--- src/logic/core_params.svh ---
`ifndef CORE_PARAMS_SVH
`define CORE_PARAMS_SVH

`define CORE_XLEN 32 // data and address width in bits.

`define CORE_RESET_PC 32'h0000_0000 // first fetch address after reset.

`endif

--- src/logic/coreTypesPkg.sv ---
`include "core_params.svh"

package coreTypesPkg;

  typedef logic [`CORE_XLEN-1:0] word;

  // Branch class of the instruction as seen by the decoder.
  typedef enum logic [1:0] {
    nonType         = 2'b00,
    jalType         = 2'b01,
    jalrType        = 2'b10,
    conditionalType = 2'b11
  } branchKind;

  typedef enum logic [2:0] {
    beq  = 3'b000,
    bne  = 3'b001,
    blt  = 3'b100,
    bge  = 3'b101,
    bltu = 3'b110,
    bgeu = 3'b111
  } branchCond; // values follow funct3.

  typedef struct packed {
    branchKind kind;
    branchCond cond;
    logic      isLoad;
    word       imm; // byte offset.
    word       pc;
    word       rs1;
    word       rs2;
  } decodeBundle;

  typedef struct packed {
    logic zero;
    logic neg; // rs1 < rs2 as signed values.
    logic negu; // rs1 < rs2 as unsigned values.
    word  jumpTarget;
  } compareFlags;

  // Controls from the branch unit to the fetch PC and the stage latch.
  typedef struct packed {
    logic flush;
    logic hold;
    logic branch; // next PC is pcCurrent plus pcNext.
    logic bypass; // next PC is pcNext as an absolute address.
    word  pcNext;
    word  pcCurrent;
  } branchingOut;

endpackage

--- src/logic/compareUnit.sv ---
`timescale 1ns/1ps

`include "core_params.svh"

module compareUnit (
  input  coreTypesPkg::decodeBundle exec,
  output coreTypesPkg::compareFlags flags
);

  logic [`CORE_XLEN:0]   difference; // one extra bit keeps the borrow.
  logic [`CORE_XLEN-1:0] targetSum;
  logic                  signsDiffer;

  assign difference = {1'b0, exec.rs1} - {1'b0, exec.rs2};
  assign signsDiffer = exec.rs1[`CORE_XLEN-1] ^ exec.rs2[`CORE_XLEN-1];

  assign flags.zero = (difference[`CORE_XLEN-1:0] == '0);
  assign flags.negu = difference[`CORE_XLEN]; // a borrow means rs1 is below rs2.

  // With equal signs the subtraction cannot overflow, so its sign bit decides.
  assign flags.neg = signsDiffer ? exec.rs1[`CORE_XLEN-1] : difference[`CORE_XLEN-1];

  assign targetSum = exec.rs1 + exec.imm;

  // Fetch is word-aligned, so the low bits of the jump target are dropped.
  assign flags.jumpTarget = {targetSum[`CORE_XLEN-1:2], 2'b00};

  // Equal operands can never also compare as less-than.
  zeroExcludesLess : assert final (!flags.zero || !(flags.neg || flags.negu))
    else $error("compareUnit: zero set together with a less-than flag.");

endmodule

--- src/logic/decodeExecuteStage.sv ---
`timescale 1ns/1ps

module decodeExecuteStage (
  input  logic                      Clock,
  input  logic                      nReset,
  input  coreTypesPkg::decodeBundle decodeIn,
  input  coreTypesPkg::branchingOut control,
  output coreTypesPkg::decodeBundle decodeNow,
  output coreTypesPkg::decodeBundle execNow
);

  localparam coreTypesPkg::decodeBundle BubbleBundle = '{
    kind:   coreTypesPkg::nonType,
    cond:   coreTypesPkg::beq,
    isLoad: 1'b0,
    imm:    '0,
    pc:     '0,
    rs1:    '0,
    rs2:    '0
  };

  logic                      replay;
  logic                      plainStall;
  coreTypesPkg::decodeBundle execReg;

  // A stall without a redirect presents the same instruction again next cycle.
  assign plainStall = control.hold && !control.branch && !control.bypass;

  // The refetched copy was already issued, so it is turned into a bubble.
  assign decodeNow = replay ? BubbleBundle : decodeIn;

  assign execNow = execReg;

  always_ff @(posedge Clock or negedge nReset) begin
    if (!nReset) begin
      replay  <= 1'b0;
      execReg <= BubbleBundle;
    end else begin
      replay <= plainStall;
      if (control.flush) begin
        execReg <= BubbleBundle; // the wrong-path instruction is squashed.
      end else begin
        execReg <= decodeNow;
      end
    end
  end

  // The masked copy must not stall fetch a second time.
  replayDoesNotHold : assert property (
    @(posedge Clock) disable iff (!nReset)
    replay |-> !control.hold
  ) else $error("decodeExecuteStage: replayed decode raised hold again.");

endmodule

--- src/logic/branching.sv ---
`timescale 1ns/1ps

module branching (
  input  logic                      Clock,
  input  logic                      nReset,
  input  coreTypesPkg::decodeBundle decodeNow,
  input  coreTypesPkg::decodeBundle execNow,
  input  coreTypesPkg::compareFlags flags,
  output coreTypesPkg::branchingOut control
);

  logic predictReg; // one-bit taken/not-taken predictor.
  logic predictNow;
  logic taken;
  logic mispredict;

  always_ff @(posedge Clock or negedge nReset) begin
    if (!nReset) begin
      predictReg <= 1'b0; // start out predicting not taken.
    end else begin
      predictReg <= predictNow;
    end
  end

  // Outcome of the conditional branch sitting in execute.
  always_comb begin
    case (execNow.cond)
      coreTypesPkg::beq:  taken = flags.zero;
      coreTypesPkg::bne:  taken = !flags.zero;
      coreTypesPkg::blt:  taken = flags.neg;
      coreTypesPkg::bge:  taken = !flags.neg;
      coreTypesPkg::bltu: taken = flags.negu;
      coreTypesPkg::bgeu: taken = !flags.negu;
      default:            taken = 1'b0;
    endcase
  end

  always_comb begin
    mispredict = (execNow.kind == coreTypesPkg::conditionalType) && (predictReg != taken);

    // The decode stage already sees the corrected guess in the same cycle.
    predictNow = mispredict ? !predictReg : predictReg;
  end

  always_comb begin
    control = '0;

    if (execNow.kind == coreTypesPkg::jalrType) begin
      control.flush  = 1'b1;
      control.bypass = 1'b1;
      control.pcNext = flags.jumpTarget;
    end else if (mispredict) begin
      control.flush     = 1'b1;
      control.branch    = 1'b1;
      control.pcCurrent = execNow.pc;
      if (predictReg) begin
        control.pcNext = coreTypesPkg::word'(4); // fall through after a wrong taken guess.
      end else begin
        control.pcNext = execNow.imm;
      end
    end else begin
      // Decode-stage rules apply only when execute has nothing to correct.
      unique case (decodeNow.kind)
        coreTypesPkg::nonType: begin
          control.hold = decodeNow.isLoad; // a load needs one bubble behind it.
        end
        coreTypesPkg::jalType: begin
          control.branch    = 1'b1;
          control.hold      = 1'b1;
          control.pcNext    = decodeNow.imm;
          control.pcCurrent = decodeNow.pc;
        end
        coreTypesPkg::jalrType: begin
          control.hold = 1'b1; // the target is known only in execute.
        end
        coreTypesPkg::conditionalType: begin
          if (predictNow) begin
            control.branch    = 1'b1;
            control.hold      = 1'b1;
            control.pcNext    = decodeNow.imm;
            control.pcCurrent = decodeNow.pc;
          end
        end
        default: begin
          control.hold = 1'b0;
        end
      endcase
    end
  end

  // The squashed slot enters execute as a bubble, so flushes never come back to back.
  noBackToBackFlush : assert property (
    @(posedge Clock) disable iff (!nReset)
    control.flush |=> !control.flush
  ) else $error("branching: flush raised in two consecutive cycles.");

  // A JALR reaches execute only after it stalled fetch in decode.
  bypassAfterHold : assert property (
    @(posedge Clock) disable iff (!nReset)
    control.bypass |-> $past(control.hold)
  ) else $error("branching: bypass raised without a stall before it.");

endmodule

--- src/logic/pcUnit.sv ---
`timescale 1ns/1ps

`include "core_params.svh"

module pcUnit (
  input  logic                      Clock,
  input  logic                      nReset,
  input  coreTypesPkg::branchingOut control,
  output coreTypesPkg::word         pc
);

  coreTypesPkg::word pcReg;
  coreTypesPkg::word pcSelect;

  // Absolute jumps win over relative redirects, which win over a stall.
  always_comb begin
    if (control.bypass) begin
      pcSelect = control.pcNext;
    end else if (control.branch) begin
      pcSelect = control.pcCurrent + control.pcNext;
    end else if (control.hold) begin
      pcSelect = pcReg;
    end else begin
      pcSelect = pcReg + coreTypesPkg::word'(4);
    end
  end

  always_ff @(posedge Clock or negedge nReset) begin
    if (!nReset) begin
      pcReg <= `CORE_RESET_PC;
    end else begin
      pcReg <= pcSelect;
    end
  end

  assign pc = pcReg;

  pcWordAligned : assert property (
    @(posedge Clock) disable iff (!nReset)
    pc[1:0] == 2'b00
  ) else $error("pcUnit: fetch address %h is not word-aligned.", pc);

endmodule

--- src/logic/branchSubsystem.sv ---
`timescale 1ns/1ps

module branchSubsystem (
  input  logic                      Clock,
  input  logic                      nReset,
  input  coreTypesPkg::decodeBundle decodeIn,
  output coreTypesPkg::word         pc,
  output logic                      flush,
  output logic                      hold
);

  coreTypesPkg::decodeBundle decodeNow; // decode slot after replay masking.
  coreTypesPkg::decodeBundle execNow;
  coreTypesPkg::compareFlags flags;
  coreTypesPkg::branchingOut control;

  decodeExecuteStage i_decodeExecuteStage (
    .Clock     (Clock),
    .nReset    (nReset),
    .decodeIn  (decodeIn),
    .control   (control),
    .decodeNow (decodeNow),
    .execNow   (execNow)
  );

  compareUnit i_compareUnit (
    .exec  (execNow),
    .flags (flags)
  );

  branching i_branching (
    .Clock     (Clock),
    .nReset    (nReset),
    .decodeNow (decodeNow),
    .execNow   (execNow),
    .flags     (flags),
    .control   (control)
  );

  pcUnit i_pcUnit (
    .Clock   (Clock),
    .nReset  (nReset),
    .control (control),
    .pc      (pc)
  );

  assign flush = control.flush;
  assign hold  = control.hold;

endmodule

--- config.mk ---
export PLATFORM = sky130hd
export DESIGN_NAME = branchSubsystem
export DESIGN_NICKNAME = d
export VERILOG_FILES = /design/src/logic/coreTypesPkg.sv /design/src/logic/compareUnit.sv /design/src/logic/decodeExecuteStage.sv /design/src/logic/branching.sv /design/src/logic/pcUnit.sv /design/src/logic/branchSubsystem.sv
export VERILOG_INCLUDE_DIRS = /design/src /design/src/logic
export SDC_FILE = /design/constraint.sdc
export NUM_CORES = 1
export LEC_CHECK = 0
export BUFFER_PORTS_ARGS = -buffer_cell sky130_fd_sc_hd__clkbuf_2
export CAP_MARGIN = 20
export CELL_PAD_IN_SITES_DETAIL_PLACEMENT = 1
export CELL_PAD_IN_SITES_GLOBAL_PLACEMENT = 1
export CORE_MARGIN = 2
export CORE_UTILIZATION = 41
export CTS_BUF_LIST = sky130_fd_sc_hd__clkbuf_8
export CTS_CLUSTER_SIZE = 24
export DETAILED_ROUTE_END_ITERATION = 8
export GPL_TIMING_DRIVEN = 0
export PLACE_DENSITY = 0.87
export SYNTH_ARGS = -nofsm -noshare
export SYNTH_HDL_FRONTEND = slang
export SYNTH_SLANG_ARGS = --single-unit
--- constraint.sdc ---
create_clock -name Clock -period 9.6 [get_ports Clock]
set_input_delay 1.92 -clock Clock [delete_from_list [all_inputs] [get_ports Clock]]
set_output_delay 1.92 -clock Clock [all_outputs]
set_load 0.01 [all_outputs]
# After elaboration in Yosys (flattened, before gate mapping)
# Index checks and enable logic that the tools add are counted.
[totals]
regBits = 167
inputBits = 136
out_inout_bits = 34
wordCells = 62
[classes]
add_sub_neg = 4
n_eq_ne = 12
muxes = 23
n_bitwise = 1
n_reduce_logical = 13
[ops]
columns = ["cell", "count"]
rows = [
  ["134-bit 2-to-1 mux", 2],
  ["32-bit 2-to-1 mux", 6],
  ["64-bit 2-to-1 mux", 2],
  ["64-bit case mux with 2 select lines", 1],
  ["32-bit adder", 2],
  ["32-bit by 32-bit subtractor with 33-bit output", 1],
  ["32-bit by 3-bit adder with 32-bit output (second input constant)", 1],
  ["32-bit zero test", 1],
  ["3-bit equality test (second input constant)", 4],
  ["2-bit equality test (second input constant)", 4],
  ["1-bit 2-to-1 mux", 7],
  ["1-bit zero test", 6],
  ["1-bit case mux with 6 select lines", 1],
  ["2-bit 2-to-1 mux", 2],
  ["3-bit by 1-bit equality test with 1-bit output (second input constant)", 1],
  ["1-bit logical AND", 3],
  ["3-bit zero test", 1],
  ["3-bit inequality test (second input constant)", 1],
  ["1-bit case mux with 3 select lines", 1],
  ["2-bit by 1-bit equality test with 1-bit output (second input constant)", 1],
  ["2-bit zero test", 1],
  ["1-bit case mux with 2 select lines", 1],
  ["2-bit OR reduction", 1],
  ["1-bit inequality test", 1],
  ["1-bit bitwise XOR", 1],
]

# Logic depth before layout (Yosys ltp)
# Gate-level depths: netlist of the first run.
[logic_depth]
depth_word = 14
mapped_depth = 44
depth_no_buf = 41

# Cells and area by module
# A second synthesis of the first run with hierarchy kept.
[hier_totals]
cells_unflattened = 1699
area_unflattened_um2 = 15109.5
[by_module_without_submodules]
columns = ["module", "n_inst", "cells_per_inst", "area_each_um2", "seq_area_each_um2"]
rows = [
  ["decodeExecuteStage", 1, 449, 6254.7, 3378.2],
  ["pcUnit", 1, 519, 3923.8, 800.8],
  ["compareUnit", 1, 488, 3275.6, 0.0],
  ["branching", 1, 243, 1655.3, 25.0],
]

# Worst setup path before layout of the first run
# No wires, ideal clock.
[synth_timing]
path_kind = "reg2reg"
from = "reg i_decodeExecuteStage.execReg, in the netlist i_decodeExecuteStage.execNow[42]"
to = "reg i_pcUnit.pcReg[29] (netlist: i_pcUnit.pc[29])"
setup_time_ps = 126
arrival_time_ps = 8816
t_required_ps = 9474
slack_ps = 658
path_stages_with_launch = 42
n_path_buf = 3
period_less_slack_ps = 8942
path_cell_list = "dfrtp_1 > ha_1 > clkbuf_2 > nand4_1 > a211o_1 > a21o_1 > a2111oi_4 > o21ai_0 > a21oi_1 > o21ai_0 > nand2b_1 > a21oi_1 > fa_1 > nand3_1 > or4_1 > a2111o_1 > nor3_1 > o2111ai_1 > (+6 left out) > nor2_1 > clkbuf_1 > a22oi_1 > nor2_1 > ha_1 > a21o_1 > a21o_1 > a2111oi_0 > o21ai_0 > a221oi_1 > o221ai_1 > nand2_1 > o21ai_0 > a21oi_1 > o21ai_0 > xnor2_1 > nor3_1 > o32a_1"
[synth_between]
elab_chain_len = 14
word_cells_on_any_way = 26
cone_classes = "3 x add/sub; 2 x eq/ne; 16 x mux; 5 x reduce/logical"
[synth_rtl]
columns = ["element", "line", "text"]
rows = [
  ["start: declaration", "decodeExecuteStage.sv:24", "coreTypesPkg::decodeBundle execReg;"],
  ["start signal: assignment", "decodeExecuteStage.sv:37", "execReg <= BubbleBundle;"],
  ["start signal: assignment", "decodeExecuteStage.sv:41", "execReg <= BubbleBundle;"],
  ["start signal: assignment", "decodeExecuteStage.sv:43", "execReg <= decodeNow;"],
  ["32-bit by 32-bit subtractor with 33-bit output", "compareUnit.sv:14", "assign difference = {1'b0, exec.rs1} - {1'b0, exec.rs2};"],
  ["32-bit zero test / 1-bit 2-to-1 mux (equally long branches)", "compareUnit.sv:17, compareUnit.sv:21", ""],
  ["1-bit zero test (on tied branches)", "branching.sv:29, branching.sv:31", ""],
  ["1-bit case mux with 6 select lines", "branching.sv:27", "case (execNow.cond)"],
  ["1-bit inequality test", "branching.sv:39", "mispredict = (execNow.kind == coreTypesPkg::conditionalType) && (predictReg != taken);"],
  ["1-bit logical AND", "branching.sv:39", ""],
  ["1-bit 2-to-1 mux", "branching.sv:42", "predictNow = mispredict ? !predictReg : predictReg;"],
  ["64-bit 2-to-1 mux", "branching.sv:77", "if (predictNow) begin"],
  ["64-bit case mux with 2 select lines", "branching.sv:63", "unique case (decodeNow.kind)"],
  ["64-bit 2-to-1 mux", "branching.sv:52", "end else if (mispredict) begin"],
  ["32-bit 2-to-1 mux", "branching.sv:48", "if (execNow.kind == coreTypesPkg::jalrType) begin"],
  ["32-bit adder", "pcUnit.sv:20", "pcSelect = control.pcCurrent + control.pcNext;"],
  ["32-bit 2-to-1 mux", "pcUnit.sv:19", "end else if (control.branch) begin"],
  ["32-bit 2-to-1 mux", "pcUnit.sv:17", "if (control.bypass) begin"],
  ["end signal: assignment", "pcUnit.sv:30", "pcReg <= `CORE_RESET_PC;"],
  ["end signal: assignment", "pcUnit.sv:32", "pcReg <= pcSelect;"],
  ["end: declaration", "pcUnit.sv:12", "coreTypesPkg::word pcReg;"],
]
# Parallel ways exist; a longest one is shown, timed or not.
# A chain may end at the register's enable or synchronous reset.

# Final worst setup path of the first run
[layout_timing]
from = "reg i_decodeExecuteStage.execReg, in the netlist i_decodeExecuteStage.execNow[42]"
to = "reg i_pcUnit.pcReg[28] (netlist: i_pcUnit.pc[28])"
# The elaborated chain is that of the path after synthesis.

==> run metrics, run 1 <==
status complete, but fails checks; violated checks negative setup slack; Fin Setup TNS -1.97 ns; die width between 150 and 200 um; Slew HR between 30 and 40%; number of global-route vias before repair ~14,000; top post-synthesis cells by area dfrtp_1 (33%), ha_1 (9.5%), and2_1 (7.4%); LEAKAGE 7.55 nW; DP HPWL a little under 40,000 um; slowest cell delay on critical path roughly 0.65 ns; wl on met1 ~22,000 um; total number of vias about 14,000; Mean Syn Cell Area around 8.4 sq um; layout cells sized above 1 roughly a quarter; cts hold-fix bufs 0; Mapped Area 12,800 sq um; crit end category flop; WL met2 between 20,000 and 30,000 um; Async SR Flop Fraction 100%; Clk Latency, worst-skew pair between 0.5 and 0.6 ns; die height between 150 and 200 um; Worst-path clk slew roughly 0.11 ns; Sw Share between 50% and 60%; Post-synth EDFFs 0; WP data required 10.07 ns; Clock Skew around 0.025 ns; total number of yosys warnings 0; Iteration-0 DRC Markers between 1,000 and 1,500; final wirelength 54,500 um; total congestion overflow 0; port buffer count about 170; GRT Total Usage 30.8%; Max Clock Freq slightly above 100 MHz; worst ir drop on vdd ~0.14 mV; final setup fails 11; Synth Register Bits 167; # nets final a little over 2,000; largest net degree at the start of global routing 110; Seq/Total Area, Yosys 32.7%; top sig layer met4; drt wl/cell between 20 and 25 um; initial antenna violation count 0; Yosys top cell area share 32.7%; most frequent cell after synthesis dfrtp_1; TritonCTS buffer count 17; drc violations 0; hold slack final 0.552 ns; Post-Syn Instances about 1,500; Final period util 103%; CP startpoint kind flop; TritonCTS Sinks approximately 170; top_reg_cell synth dfrtp_1; power per cell area about 360 nW/um^2; Synth area leader dfrtp_1; IO Count 170; Comb pwr share 70.5%; final hold violation count 0; Ant. Diodes 0; GPL Wtd Cong about 0.94; Post-synth top cells dfrtp_1 (167), and2_1 (152), nor2_1 (151), a21oi_1 (138), ha_1 (97); Net Sw Power just over 3 mW; syn nets between 1,500 and 2,000; Clk pwr share 9.0%; crit path DAT ~10 ns; unrepaired setup endpoints after global routing true; worst hold stages 1; Root Driver clkbuf_8; worst slew pin tran roughly 1.0 ns; vias per cell about 6.2; Internal 2.82 mW; final worst slack -0.257 ns; slowest cell on the critical path or4_4; met3 WL post-DR around 4200 um; Initial Utilization about two fifths; Worst Path Max Fanout 8; Max Slew Vio Count 0; total core area just over 30,000 sq um; Flop pwr share between 20% and 30%; crit path time final 9.86 ns; Unique masters post-synth 84; MaxCap Viol Count 0; H-tree depth 4; total power about 5.9 mW; CTS Buffer Depth 2; Reg2Reg Depth 43; DRT antenna net count 0; Layout area overhead 26.3%; Tightest Hold Check Type flop to flop; CTS tree yes; drt pass-1 iters 5; # rows 64; Setup CP Type flop to flop; first-pass GRT wire length 78,300 um; fillers 3,683; total die area around 33,000 sq um
[layout by cell type, fill, tap and decap left out, types with 9 or more instances in the layout]
cell	n
a22oi_1	31
ha_1	86
o211ai_1	19
dfrtp_1	165
buf_12	9
xnor2_1	28
and2_1	150
nor2_1	144
a21o_1	26
nor3_1	37
clkbuf_8	21
buf_6	16
o22ai_1	9
nor2b_1	19
nand4_1	25
clkbuf_2	172
clkbuf_1	36
a21oi_1	124
a211oi_1	21
inv_1	67
nand3_1	20
buf_4	82
nand2b_1	17
nand2_1	82
xor2_1	20
and3_1	15
a21oi_2	13
mux2i_1	9
o21a_1	30
o21ai_0	54
a31oi_1	18
[layout make-up]
type | count | area [sq um] | area share, %
Multi-Input combinational cell | 1213 | 8650 | 53.6
Sequential cell | 167 | 4180 | 25.9
Timing Repair Buffer | 260 | 1640 | 10.2
Buffer | 73 | 538 | 3.34
Tap cell | 396 | 495 | 3.07
Clock buffer | 19 | 262 | 1.62
Inverter | 67 | 254 | 1.58
Clock inverter | 11 | 110 | 0.683
[power groups by stage]
stage | registers [mW] | clock network (mW) | logic [mW]
2_1_floorplan | 1.12 | 0 | 2.37
3_3_place_gp | 1.19 | 0 | 3.32
3_5_place_dp | 1.20 | 0 | 3.44
4_1_cts | 1.19 | 0.526 | 3.60
5_1_grt | 1.23 | 0.556 | 4.45
6_report | 1.21 | 0.529 | 4.15
[worst max-delay path, delay by kind of cell, from the launching register on]
family / cells / cell delay, ns
compound gates: 23 / 4.52
simple gates: 12 / 2.71
fa+ha+maj: 4 / 1.54
buf+inv: 3 / 0.46
flops: 1 / 0.45
xor+xnor: 1 / 0.12
[through the flow]
step	util [%]	area (sq um)	std cells	worst slack (ns)
after floorplan	-	12800	1524	0.658
after global placement	46.1	14100	2089	-2.48
after detailed placement	46.2	14100	2090	-2.71
after CTS	48.9	15000	2138	-0.000987
after global routing	52.7	16100	2206	-0.588
final	52.7	16100	2206	-0.257
[registers in the layout (all words and copies together), names as in the netlist]
register and cells:
i_branching.predictReg 1, i_decodeExecuteStage.replay 1, i_decodeExecuteStage.execNow 133, i_pcUnit.pc 32
[cell families (layout without fill, tap and decap cells)]
logic type | Yosys count | count (layout) | synth area share, %
simple gates | 577 | 577 | 23.5
compound gates | 472 | 472 | 24.7
flops | 167 | 167 | 32.7
buf+inv | 144 | 430 | 4.58
fa+ha+maj | 100 | 100 | 9.98
xor+xnor | 55 | 55 | 3.77
mux | 9 | 9 | 0.706
[per-layer routing]
metal  track usage, %  vias up
met3             5.54      177
met5                0        -
li1                 -     6087
met2             50.6      670
met1             40.4     6787
met4             11.9        0
[final timing paths]
check | slack, ns | startpoint | endpoint
max | -0.26 | i_decodeExecuteStage.execNow[42]$_DFF_PN0_ | i_pcUnit.pc[28]$_DFFE_PN0P_
min | 0.55 | i_pcUnit.pc[1]$_DFFE_PN0P_ | i_pcUnit.pc[1]$_DFFE_PN0P_
max reg2reg | -0.26 | i_decodeExecuteStage.execNow[42]$_DFF_PN0_ | i_pcUnit.pc[28]$_DFFE_PN0P_
min reg2reg | 0.55 | i_pcUnit.pc[1]$_DFFE_PN0P_ | i_pcUnit.pc[1]$_DFFE_PN0P_
max in group asynchronous | 7.27 | nReset | i_pcUnit.pc[24]$_DFFE_PN0P_
min in group asynchronous | 1.37 | nReset | i_decodeExecuteStage.execNow[10]$_DFF_PN0_
[what timing repair did]
action,4_1_cts,5_1_grt
gates cloned,0,2
setup buffers,19,68
setup endpoints to repair,29,19
endpoints found under the hold margin,0,0
pin swaps,20,94
resized for setup,84,152
No activity file was read; power rests on OpenSTA's default activity.
==> inputs of run 2 (changes only) <==
--- a/config.mk
+++ b/config.mk
@@ -6,15 +6,15 @@
 export SDC_FILE = /design/constraint.sdc
 export NUM_CORES = 1
 export LEC_CHECK = 0
-export BUFFER_PORTS_ARGS = -buffer_cell sky130_fd_sc_hd__clkbuf_2
 export CAP_MARGIN = 20
 export CELL_PAD_IN_SITES_DETAIL_PLACEMENT = 1
 export CELL_PAD_IN_SITES_GLOBAL_PLACEMENT = 1
 export CORE_MARGIN = 2
-export CORE_UTILIZATION = 41
+export CORE_UTILIZATION = 45
 export CTS_BUF_LIST = sky130_fd_sc_hd__clkbuf_8
-export CTS_CLUSTER_SIZE = 24
+export CTS_CLUSTER_SIZE = 16
 export DETAILED_ROUTE_END_ITERATION = 8
+export DONT_BUFFER_PORTS = 1
 export GPL_TIMING_DRIVEN = 0
 export PLACE_DENSITY = 0.87
 export SYNTH_ARGS = -nofsm -noshare
==> run 2 against run 1 <==
  * The flow still finishes with violations (negative setup slack)
  * Core utilization is 1.4 points higher
  * Register-to-register slack better by 0.23 ns
  * Sequential power hardly changed
  * Global-route usage is 2.5 points higher
  * Combinational power is 5% lower
  * Non-clock buffer count is 187 lower
  * Largest cell class unchanged
  * Routed wire length is 3.8% lower
==> run metrics, run 2 (synthesized netlist as in run 1, its figures left out) <==
die height between 150 and 200 um; worst flop-to-flop path endpoint i_pcUnit.pc[28]$_DFFE_PN0P_; Root Driver clkbuf_8; most frequent cells in the layout dfrtp_1 (165), and2_1 (150), nor2_1 (142); drt pass-1 iters 5; crit path time final about 9.6 ns; total number of vias between 10,000 and 15,000; H-tree depth 4; DP HPWL 37,900 um; die width roughly 170 um; largest net degree at the start of global routing approximately 170; port buffer count 0; dpl cell area 13,200 sq um; # rows slightly above 60; Worst-path clk slew around 0.12 ns; number of global-route vias before repair 12,870; status complete, but fails checks; total power about 5.8 mW; slowest cell delay on critical path roughly 0.62 ns; total die area 29,700 sq um; crit end category flop; CTS tree yes; final instance area about 15,000 sq um; TritonCTS Sinks around 170; violated checks negative setup slack; Clock Skew 0.0342 ns; worst hold stages 2; final hold violation count 0; Slew HR between 30% and 40%; total congestion overflow 0; Setup CP Type flop to flop; Tightest Hold Check Type flop to flop; crit-path most repeated cell o21ai_1; Layout area overhead 18.1%; Worst Path Max Fanout 8; TritonCTS buffer count 17; CTS Buffer Depth 2; Max Clock Freq between 100 and 150 MHz; vias per cell around 6.5; WP data required a little over 10 ns; total core area approximately 28,000 sq um; Final period util 100%; CP startpoint kind flop; GRT Total Usage between 30% and 40%; final wirelength about 52,000 um; drt wl/cell approximately 26 um; max reg flops roughly 130; layout cells sized above 1 about 15%; # nets final roughly 1,800; Clk Latency, worst-skew pair roughly 0.55 ns; final worst slack -0.0306 ns; LEAKAGE 6.72 nW; worst ir drop on vdd approximately 0.17 mV; slowest cell on the critical path fa_2; GPL Wtd Cong 0.957; power per cell area 383 nW/um^2; initial antenna violation count 3; Fin Setup TNS -0.0488 ns; crit path DAT roughly 10 ns; IO Count 170; MaxCap Viol Count 0; Max Slew Vio Count 0; dpl cells about 1,900; first-pass GRT wire length roughly 74,000 um; final setup fails 2; Iteration-0 DRC Markers 1,346; min-delay src i_decodeExecuteStage.replay$_DFF_PN0_; worst r2r src i_decodeExecuteStage.execNow[36]$_DFF_PN0_; WHS Endpoint i_decodeExecuteStage.execNow[132]$_DFF_PN0_; cts hold-fix bufs 0; worst slew pin tran 0.992 ns; DRT antenna net count 0; Reg2Reg Setup Slack -0.03 ns; non-filler instance count after layout 2,004; Reg2Reg Depth 43; unrepaired setup endpoints after global routing true; drc violations 0; fillers between 3,000 and 4,000; commonest non-fill, non-tap cell in the layout dfrtp_1; Initial Utilization a little under half
[run 2: routing by layer]
metal / global-route usage [%] / wire length [um] / share of wire (%) / vias to the layer above
met3: 9.77 / 4810 / 9.2 / 167
met4: 14.9 / 2500 / 4.8 / 0
li1: - / - / - / 5705
met2: 52.7 / 23900 / 46 / 642
met1: 42.1 / 21200 / 40 / 6500
met5: 0 / 0 / 0 / -
[run 2: timing repair]
item | 4_1_cts | 5_1_grt
setup endpoints to repair | 29 | 19
endpoints found under the hold margin | 0 | 0
pin swaps | 22 | 93
gates cloned | 0 | 2
gates resized for setup | 89 | 131
buffers inserted | 19 | 49
[run 2: worst max-delay path: cells and delay by family, from the launching register on]
kind | cells | cell delay [ns]
flops | 1 | 0.47
fa+ha+maj | 4 | 1.55
xor+xnor | 1 | 0.21
buf+inv | 3 | 0.40
simple gates | 10 | 1.83
compound gates | 25 | 5.12
[run 2: cell type report]
cell class,instances,area (sq um),area share (%)
clock inverters,12,150,0.996
flip-flops and latches,167,4180,27.7
diodes,2,5.00,0.0332
multi-input cells,1213,8600,57.0
repair buffers,71,597,3.96
clock buffers,19,262,1.73
well taps,378,473,3.14
inverters,67,254,1.68
plain buffers,75,562,3.73
[run 2: metrics by stage]
| step | hold slack, ns | setup slack [ns] | utilization (%) |
|---|---|---|---|
| 3_3_place_gp | 0.575 | -2.49 | 47.5 |
| 3_5_place_dp | 0.565 | -2.63 | 47.5 |
| 2_1_floorplan | 0.543 | 0.658 | - |
| 4_1_cts | 0.601 | 0.00578 | 50.6 |
| 6_report | 0.604 | -0.0306 | 54.1 |
| 5_1_grt | 0.614 | -0.450 | 54.1 |
[run 2: power by group]
group          switching, mW  internal, mW  leakage (nW)  total (mW)
Combinational           2.44          1.52          4.38        3.96
Clock                  0.308         0.269         0.215       0.577
Sequential             0.279         0.963          2.13        1.24
Total                   3.03          2.75          6.72        5.78
[run 2: how the worst max path moves through the flow]
stage	from	end	slack [ns]	depth (start not counted)
finish	i_decodeExecuteStage.execNow[36]$_DFF_PN0_	i_pcUnit.pc[28]$_DFFE_PN0P_	-0.03	43
CTS	i_decodeExecuteStage.execNow[10]$_DFF_PN0_	i_pcUnit.pc[31]$_DFFE_PN0P_	0.006	44
detailed placement	i_decodeExecuteStage.execNow[44]$_DFF_PN0_	i_pcUnit.pc[31]$_DFFE_PN0P_	-2.63	42
global route	i_decodeExecuteStage.execNow[9]$_DFF_PN0_	i_pcUnit.pc[28]$_DFFE_PN0P_	-0.45	45
global placement	i_decodeExecuteStage.execNow[44]$_DFF_PN0_	i_pcUnit.pc[31]$_DFFE_PN0P_	-2.49	42
floorplan	i_decodeExecuteStage.execNow[42]$_DFF_PN0_	i_pcUnit.pc[29]$_DFFE_PN0P_	0.66	41
